## src/source/wb2sdr_macros.svh

```systemverilog
`ifndef WB2SDR_MACROS_SVH
`define WB2SDR_MACROS_SVH

// ----------------------------------------------------------
// Bus widths
// ----------------------------------------------------------

// Wishbone and SDRAM data word in bits
`define WB2SDR_DW 32

// Application word address in bits
`define WB2SDR_AW 26

// ----------------------------------------------------------
// Queue depths
// ----------------------------------------------------------

// Commands waiting for the controller
`define WB2SDR_CMD_DEPTH 4

// Write beats waiting for wr_next
`define WB2SDR_WR_DEPTH 8

// Read words waiting for the bus ack
// One read in flight at most, so this stays small
`define WB2SDR_RD_DEPTH 4

`endif

```

## src/source/wb2sdr_pkg.sv

```systemverilog
`default_nettype none

`include "wb2sdr_macros.svh"

package wb2sdr_pkg;

  // ----------------------------------------------------------
  // Bus side vectors
  // ----------------------------------------------------------

  // One data word
  typedef logic [`WB2SDR_DW-1:0] data_t;

  // Word address toward the controller
  typedef logic [`WB2SDR_AW-1:0] addr_t;

  // Byte lanes, one bit per byte of data_t
  // Also used for the active low SDRAM mask
  typedef logic [`WB2SDR_DW/8-1:0] sel_t;

  // ----------------------------------------------------------
  // Queue entries
  // ----------------------------------------------------------

  // Command entry
  // MSB set for a read, same sense as sdr_req_wr_n
  // Low bits carry the word address
  typedef logic [`WB2SDR_AW:0] cmd_t;

  // Write beat entry
  // Upper nibble is the inverted byte select
  // Lower bits are the write data
  typedef logic [`WB2SDR_DW/8+`WB2SDR_DW-1:0] wrdat_t;

endpackage

`default_nettype wire

```

## src/source/fifo_if.sv

```systemverilog
`default_nettype none

// Push/pop bundle between a queue and its two users
interface fifo_if #(
  parameter int WIDTH = 8,
  parameter int DEPTH = 4
);

  // Write side
  logic             push;
  logic [WIDTH-1:0] push_data;
  logic             full;

  // Read side
  // pop_data is the oldest entry while empty is low
  logic             pop;
  logic [WIDTH-1:0] pop_data;
  logic             empty;

  // ----------------------------------------------------------
  // Views
  // ----------------------------------------------------------

  // Producer
  modport writer (
    output push,
    output push_data,
    input  full
  );

  // Consumer
  modport reader (
    output pop,
    input  pop_data,
    input  empty
  );

  // The queue itself
  modport storage (
    input  push,
    input  push_data,
    output full,
    input  pop,
    output pop_data,
    output empty
  );

endinterface

`default_nettype wire

```

## src/source/sync_fifo.sv

```systemverilog
`default_nettype none

// Single clock queue with show-ahead output
module sync_fifo #(
  parameter int WIDTH = 8,
  parameter int DEPTH = 4
) (
  input logic     sdram_clk,
  input logic     wb_clk_i,
  fifo_if.storage q
);

  // Pointer and occupancy widths
  localparam int PW = (DEPTH > 1) ? $clog2(DEPTH) : 1;
  localparam int CW = $clog2(DEPTH + 1);

  // Entry storage
  logic [WIDTH-1:0] mem [DEPTH];

  logic [PW-1:0] wr_ptr;
  logic [PW-1:0] rd_ptr;
  logic [CW-1:0] count;
  logic          do_push;
  logic          do_pop;

  // Catch a mismatch between this block and the bundle it serves
  if ((q.DEPTH != DEPTH) || ($bits(q.push_data) != WIDTH)) begin : g_cfg_err
    $error("sync_fifo WIDTH/DEPTH differ from the attached fifo_if");
  end

  // Advance with wrap at the last slot
  function automatic logic [PW-1:0] ptr_next(input logic [PW-1:0] p);
    if (p == PW'(DEPTH - 1)) begin
      return '0;
    end
    return p + 1'b1;
  endfunction

  // ----------------------------------------------------------
  // Qualified push and pop
  // ----------------------------------------------------------

  // Illegal requests are dropped here and flagged below
  assign do_push = q.push & ~q.full;
  assign do_pop  = q.pop & ~q.empty;

  // Payload write
  always_ff @(posedge sdram_clk) begin
    if (do_push) begin
      mem[wr_ptr] <= q.push_data;
    end
  end

  // Pointers and fill level
  always_ff @(posedge sdram_clk or posedge wb_clk_i) begin
    if (wb_clk_i) begin
      wr_ptr <= '0;
      rd_ptr <= '0;
      count  <= '0;
    end else begin
      if (do_push) begin
        wr_ptr <= ptr_next(wr_ptr);
      end
      if (do_pop) begin
        rd_ptr <= ptr_next(rd_ptr);
      end
      // Simultaneous push and pop keeps the level
      case ({do_push, do_pop})
        2'b10:   count <= count + 1'b1;
        2'b01:   count <= count - 1'b1;
        default: count <= count;
      endcase
    end
  end

  // ----------------------------------------------------------
  // Flags and show-ahead data
  // ----------------------------------------------------------

  assign q.full     = (count == CW'(DEPTH));
  assign q.empty    = (count == '0);
  // Head entry is valid only while not empty
  assign q.pop_data = mem[rd_ptr];

  // Producer must honour full
  a_no_overflow: assert property (
    @(posedge sdram_clk) disable iff (wb_clk_i) q.push |-> !q.full
  ) else $error("%m overflow, push while full");

  // Consumer must honour empty
  a_no_underflow: assert property (
    @(posedge sdram_clk) disable iff (wb_clk_i) q.pop |-> !q.empty
  ) else $error("%m underflow, pop while empty");

endmodule

`default_nettype wire

```

## src/source/wb_slave_ctrl.sv

```systemverilog
`default_nettype none

// Wishbone slave front end for the SDRAM queues
module wb_slave_ctrl (
  input  logic                wb_clk_i,
  input  logic                sdram_clk,
  input  logic                wb_stb_i,
  input  logic                wb_cyc_i,
  input  logic                wb_we_i,
  input  wb2sdr_pkg::addr_t   wb_addr_i,
  input  wb2sdr_pkg::data_t   wb_dat_i,
  input  wb2sdr_pkg::sel_t    wb_sel_i,
  output logic                wb_ack_o,
  output wb2sdr_pkg::data_t   wb_dat_o,
  fifo_if.writer              cmd_q,
  fifo_if.writer              wr_q,
  fifo_if.reader              rd_q
);

  // Bus cycle decode
  logic wb_req;
  logic wr_ack;
  logic rd_ack;
  logic rd_cmd;

  // Read issued and data not yet returned
  logic pending_rd;

  // Queue entries built from the bus
  wb2sdr_pkg::cmd_t   cmd_word;
  wb2sdr_pkg::wrdat_t wr_word;

  assign wb_req = wb_stb_i & wb_cyc_i;

  // ----------------------------------------------------------
  // Ack generation
  // ----------------------------------------------------------

  // Write acks at once when both queues have room
  assign wr_ack = wb_req & wb_we_i & ~cmd_q.full & ~wr_q.full;

  // Read acks only together with returned data
  assign rd_ack = wb_req & ~wb_we_i & ~rd_q.empty;

  assign wb_ack_o = wr_ack | rd_ack;

  // ----------------------------------------------------------
  // Command and write data push
  // ----------------------------------------------------------

  // One read command per bus read
  assign rd_cmd = wb_req & ~wb_we_i & ~cmd_q.full & ~pending_rd;

  // Read flag on top and address below
  assign cmd_word = {~wb_we_i, wb_addr_i};

  // Byte select goes out as an active low mask
  assign wr_word = {~wb_sel_i, wb_dat_i};

  assign cmd_q.push      = wr_ack | rd_cmd;
  assign cmd_q.push_data = cmd_word;

  // Write beat travels with its command
  assign wr_q.push      = wr_ack;
  assign wr_q.push_data = wr_word;

  // ----------------------------------------------------------
  // Read return
  // ----------------------------------------------------------

  // Data shown straight from the queue head
  assign wb_dat_o = rd_q.pop_data;
  assign rd_q.pop = rd_ack;

  // Set on read command and cleared on read ack
  always_ff @(posedge sdram_clk or posedge wb_clk_i) begin
    if (wb_clk_i) begin
      pending_rd <= 1'b0;
    end else if (rd_cmd) begin
      pending_rd <= 1'b1;
    end else if (rd_ack) begin
      pending_rd <= 1'b0;
    end
  end

  // A read command leaves a read pending, so the held bus read pushes no second one
  a_single_read: assert property (
    @(posedge sdram_clk) disable iff (wb_clk_i)
    (cmd_q.push && cmd_word[$bits(cmd_word)-1]) |=>
      !(cmd_q.push && cmd_word[$bits(cmd_word)-1])
  ) else $error("%m read command pushed while a read is pending");

  // Controller returns data only for a read we issued
  a_rd_data_owned: assert property (
    @(posedge sdram_clk) disable iff (wb_clk_i)
    !rd_q.empty |-> pending_rd
  ) else $error("%m read data without an outstanding read");

endmodule

`default_nettype wire

```

## src/source/wb2sdr_top.sv

```systemverilog
`default_nettype none

`include "wb2sdr_macros.svh"

// Wishbone to SDRAM controller bridge
module wb2sdr_top (
  input  logic                sdram_clk,
  input  logic                wb_clk_i,
  // Wishbone slave
  input  logic                wb_stb_i,
  input  logic                wb_cyc_i,
  input  logic                wb_we_i,
  input  wb2sdr_pkg::addr_t   wb_addr_i,
  input  wb2sdr_pkg::data_t   wb_dat_i,
  input  wb2sdr_pkg::sel_t    wb_sel_i,
  output logic                wb_ack_o,
  output wb2sdr_pkg::data_t   wb_dat_o,
  // SDRAM controller request side
  output logic                sdr_req_o,
  output wb2sdr_pkg::addr_t   sdr_req_addr_o,
  output logic                sdr_req_wr_n_o,
  input  logic                sdr_req_ack_i,
  // SDRAM write and read data
  input  logic                sdr_wr_next_i,
  output wb2sdr_pkg::sel_t    sdr_wr_en_n_o,
  output wb2sdr_pkg::data_t   sdr_wr_data_o,
  input  logic                sdr_rd_valid_i,
  input  wb2sdr_pkg::data_t   sdr_rd_data_i
);

  // ----------------------------------------------------------
  // Queues
  // ----------------------------------------------------------

  fifo_if #(.WIDTH($bits(wb2sdr_pkg::cmd_t)),   .DEPTH(`WB2SDR_CMD_DEPTH)) cmd_q ();
  fifo_if #(.WIDTH($bits(wb2sdr_pkg::wrdat_t)), .DEPTH(`WB2SDR_WR_DEPTH))  wr_q ();
  fifo_if #(.WIDTH($bits(wb2sdr_pkg::data_t)),  .DEPTH(`WB2SDR_RD_DEPTH))  rd_q ();

  // Queue heads split into fields
  wb2sdr_pkg::cmd_t   cmd_head;
  wb2sdr_pkg::wrdat_t wr_head;

  sync_fifo #(.WIDTH($bits(wb2sdr_pkg::cmd_t)), .DEPTH(`WB2SDR_CMD_DEPTH)) u_cmd_fifo (
    .sdram_clk (sdram_clk),
    .wb_clk_i  (wb_clk_i),
    .q         (cmd_q.storage)
  );

  sync_fifo #(.WIDTH($bits(wb2sdr_pkg::wrdat_t)), .DEPTH(`WB2SDR_WR_DEPTH)) u_wr_fifo (
    .sdram_clk (sdram_clk),
    .wb_clk_i  (wb_clk_i),
    .q         (wr_q.storage)
  );

  sync_fifo #(.WIDTH($bits(wb2sdr_pkg::data_t)), .DEPTH(`WB2SDR_RD_DEPTH)) u_rd_fifo (
    .sdram_clk (sdram_clk),
    .wb_clk_i  (wb_clk_i),
    .q         (rd_q.storage)
  );

  // ----------------------------------------------------------
  // Bus front end
  // ----------------------------------------------------------

  wb_slave_ctrl u_wb_ctrl (
    .wb_clk_i  (wb_clk_i),
    .sdram_clk (sdram_clk),
    .wb_stb_i  (wb_stb_i),
    .wb_cyc_i  (wb_cyc_i),
    .wb_we_i   (wb_we_i),
    .wb_addr_i (wb_addr_i),
    .wb_dat_i  (wb_dat_i),
    .wb_sel_i  (wb_sel_i),
    .wb_ack_o  (wb_ack_o),
    .wb_dat_o  (wb_dat_o),
    .cmd_q     (cmd_q.writer),
    .wr_q      (wr_q.writer),
    .rd_q      (rd_q.reader)
  );

  // ----------------------------------------------------------
  // Controller side
  // ----------------------------------------------------------

  // Request held while a command waits, ack takes it
  assign cmd_head                        = cmd_q.pop_data;
  assign sdr_req_o                       = ~cmd_q.empty;
  assign {sdr_req_wr_n_o, sdr_req_addr_o} = cmd_head;
  assign cmd_q.pop                       = sdr_req_ack_i;

  // Write beat consumed on wr_next
  assign wr_head                       = wr_q.pop_data;
  assign {sdr_wr_en_n_o, sdr_wr_data_o} = wr_head;
  assign wr_q.pop                      = sdr_wr_next_i;

  // Returned read words
  assign rd_q.push      = sdr_rd_valid_i;
  assign rd_q.push_data = sdr_rd_data_i;

endmodule

`default_nettype wire

```

## config.mk

```make
export PLATFORM = sky130hd
export DESIGN_NAME = wb2sdr_top
export DESIGN_NICKNAME = d
export VERILOG_FILES = /design/src/source/wb2sdr_pkg.sv /design/src/source/fifo_if.sv /design/src/source/sync_fifo.sv /design/src/source/wb_slave_ctrl.sv /design/src/source/wb2sdr_top.sv
export VERILOG_INCLUDE_DIRS = /design/src /design/src/source
export SDC_FILE = /design/constraint.sdc
export NUM_CORES = 1
export LEC_CHECK = 0
export BUFFER_PORTS_ARGS = -buffer_cell sky130_fd_sc_hd__buf_4
export CORE_ASPECT_RATIO = 0.5
export CORE_MARGIN = 2
export CORE_UTILIZATION = 40
export CTS_BUF_LIST = sky130_fd_sc_hd__clkbuf_4
export CTS_CLUSTER_SIZE = 10
export DETAILED_ROUTE_END_ITERATION = 12
export GPL_ROUTABILITY_DRIVEN = 0
export GPL_TIMING_DRIVEN = 0
export REMOVE_ABC_BUFFERS = 1
export SETUP_SLACK_MARGIN = 0.5
export SLEW_MARGIN = 20
export SYNTH_ARGS = -nofsm -noshare
export SYNTH_HDL_FRONTEND = slang
export SYNTH_SLANG_ARGS = --single-unit
```

## constraint.sdc

```tcl
create_clock -name sdram_clk -period 5.9 [get_ports sdram_clk]
set_input_delay 0.885 -clock sdram_clk [delete_from_list [all_inputs] [get_ports sdram_clk]]
set_output_delay 0.885 -clock sdram_clk [all_outputs]
set_load 0.02 [all_outputs]
```

==> results.toml <==
[outcome]
status = "finished clean"

[clock_network]
cts.sinks = 549
cts_tree = "yes"
cts_inserted_buffers = 130
clk_pin_slew_ns = 0.08
clk_latency_ns = 0.81
post_cts_buffers = 0
cts_max_level = 4
postCtsHoldBufs = 0
cts_resized = 0
clockRootBuffer = "clkbuf_4"
clk_path_buf_depth = 3

[synthesis]
syn_area_um2 = 20900
synthCells = 881
synth_area_per_cell_um2 = 23.7
synth_cell_types = 34
synth_seq_area_share_pct = 78.5
ys_warn_count = 0
ys_seq_elements = 549

[routing]
routed_wl_um = 42100
num_vias = 9902
wl_met1_um = 16300
wire_per_inst_um = 20.9
final_antenna_net_count = 0
first_iter_violations = 497
vias_per_cell = 4.92
top_layer = "met4"
wl_met3_um = 2000
first_pass_iters = 5
dr_wl_met2_um = 23100
route.detailed.drc = 0

[timing]
hold_viol = 0
drv_slew = 0
tns_ns = 0
holdWs_ns = 0.150
rsz0062_at_grt = "false"
skew_ns = 0.0556
slew_headroom_pct = 44.0
worst_slack_ns = 1.83
setup_viol = 0
period_share_pct = 68.9
worst_pin_slew_ns = 0.829
fin_crit_ns = 4.07
fmax_mhz = 246

[layout]
drive_gt1_share_pct = 48.6
regArea_um2 = 16400
stdcell_count = 2014
multi_input_area_um2 = 4270
areaGrowthSynthToFinish_pct = 22.0
fin_nets = 1347
num-fill-cells = 4236
final_util_pct = 49.2
design_area_um2 = 25400

[power]
vdd_drop_max_uv = 228
power_mw = 11.9
power_density_nw_per_um2 = 469
p_leak_nw = 8.75

[placement]
place_area_um2 = 23700
hpwl_um = 26200
place_inst = 1793
port_buffers = 198
dp_slack_ns = 2.10

[global_route]
antenna_found_initial = 2
grt_usage_pct = 15.6
grt_first_pass_wirelength_um = 62900
grt_pass1_vias = 10800
overflow = 0
grt_max_degree = 51

[worst_setup_path]
worstPathMaxFanout = 32
rrSetupSlack_ns = 2.60
cp-start-kind = "register"
r2r-start = "u_wr_fifo.count[1]"
reg2regPathDepth = 9
r2r-end = "u_wr_fifo.mem[2][24]"
cp.required_ns = 5.02
cp_cell_sequence = "buf_12 -> buf_16 -> mux4_2 -> mux2_2 -> buf_4"
slowest_stage = "dfrtp_4"
cp-startpoint = "u_wr_fifo.rd_ptr[0]"
cp-end-kind = "output pin"
slowest_delay_ns = 0.77
cp_data_arrival_time_ns = 3.18
crit_type = "reg2out"

[floorplanning]
die_h_um = 165
dieWidth_um = 327
ios = 199
start_util_pct = 40.3
dieArea_um2 = 54100
core_um2 = 51700
rows = 59

[run]
maxCapViolCount = 0

[min_path]
min-delay-path-class = "in2async"
critical path: cells and delay by family, from the launching register on:
| kind | cells | cell delay, ns |
|---|---|---|
| buffers and inverters | 3 | 0.71 |
| flip-flops | 1 | 0.77 |
| multiplexers | 2 | 0.86 |
how the worst max path moves through the flow:
| stage | to | cells past startpoint |
|---|---|---|
| floorplan | sdr_wr_data_o[0] | 2 |
| global placement | u_wr_fifo.mem[5][4] | 5 |
| detailed placement | u_wr_fifo.mem[2][4] | 10 |
| CTS | sdr_wr_data_o[21] | 5 |
| global route | sdr_wr_data_o[21] | 5 |
| finish | sdr_wr_data_o[21] | 5 |
cells by family (layout without fill, tap and decap cells):
group	after synthesis	count (layout)	share of synthesized area (%)
flip-flops	549	549	78.5
AO/OA/AOI/OAI	17	17	0.546
AND/OR/NAND/NOR	51	51	1.30
adder cells (fa/ha/maj)	21	21	1.33
multiplexers	176	176	16.6
other	0	2	0
XOR/XNOR	11	11	0.462
buffers and inverters	56	486	1.33
final cells by class:
class	instances	area share (%)
Clock inverter	40	1.50
Timing Repair Buffer	245	8.27
Multi-Input combinational cell	276	16.8
Sequential cell	549	64.4
Antenna cell	2	0.0197
Inverter	22	0.325
Clock buffer	179	5.28
Tap cell	701	3.45
flip-flops by register name (all words and copies together), names as in the netlist:
register / flops
u_wr_fifo.mem: 288
u_rd_fifo.mem: 128
u_cmd_fifo.mem: 108
u_wr_fifo.count: 4
u_cmd_fifo.count: 3
u_rd_fifo.count: 3
u_wr_fifo.rd_ptr: 3
u_wr_fifo.wr_ptr: 3
u_cmd_fifo.rd_ptr: 2
u_cmd_fifo.wr_ptr: 2
u_rd_fifo.rd_ptr: 2
u_rd_fifo.wr_ptr: 2
u_wb_ctrl.pending_rd: 1
metal layers:
metal / track usage [%] / up-vias
met5: 0 / -
met4: 5.07 / 0
met3: 4.60 / 64
met2: 28.0 / 229
met1: 18.1 / 5163
li1: - / 4446
synthesized netlist by cell type:
library cell    n  area [µm²]
edfxtp_1      524       15700
mux4_2        131        2950
mux2_2         40         450
dfrtp_1        25         626
inv_1          22        82.6
ha_1           19         238
clkbuf_1       13        48.8
nand2_1        11        41.3
nor2_1         10        37.5
buf_2           9        45.0
and2_1          8        50.1
o21ai_0         8        40.0
xor2_1          8        70.1
buf_6           7        78.8
nor3_1          7        35.0
nor3b_1         6        45.0
buf_1           4        15.0
a21oi_1         3        15.0
mux2_1          3        33.8
nand2b_1        3        18.8
xnor2_1         3        26.3
a21o_1          2        15.0
fa_1            2        40.0
mux2i_1         2        20.0
nand3b_1        2        15.0
a211o_1         1        8.76
a211oi_4        1        20.0
a31oi_1         1        6.26
buf_4           1        7.51
nand3_1         1        5.00
nor4bb_1        1        10.0
o41ai_1         1        8.76
or2_1           1        6.26
or3_1           1        6.26
cells in the final DEF, fill, tap and decap left out, types with 3 or more instances in the layout:
| master | count |
|---|---|
| nand2b_1 | 3 |
| buf_16 | 3 |
| clkinv_1 | 23 |
| nor3_1 | 5 |
| mux2_2 | 40 |
| buf_4 | 218 |
| mux4_2 | 131 |
| dfrtp_1 | 18 |
| xnor2_1 | 3 |
| edfxtp_1 | 524 |
| buf_12 | 13 |
| o21ai_0 | 8 |
| ha_1 | 19 |
| clkbuf_4 | 179 |
| inv_1 | 21 |
| inv_2 | 3 |
| dfrtp_4 | 4 |
| clkinv_2 | 3 |
| a21oi_1 | 3 |
| mux2_1 | 3 |
| dfrtp_2 | 3 |
| buf_6 | 11 |
| bufinv_16 | 8 |
| xor2_1 | 8 |
| and2_2 | 8 |
| nor2_1 | 8 |
| nor3b_2 | 4 |
| nand2_1 | 11 |
report_power, final:
part	internal, mW	switching [mW]	total (mW)
Clock	1.76	1.47	3.23
Combinational	1.85	1.76	3.61
Sequential	4.70	0.385	5.08
Total	8.30	3.62	11.9
Power figures use the tool's default switching activity.
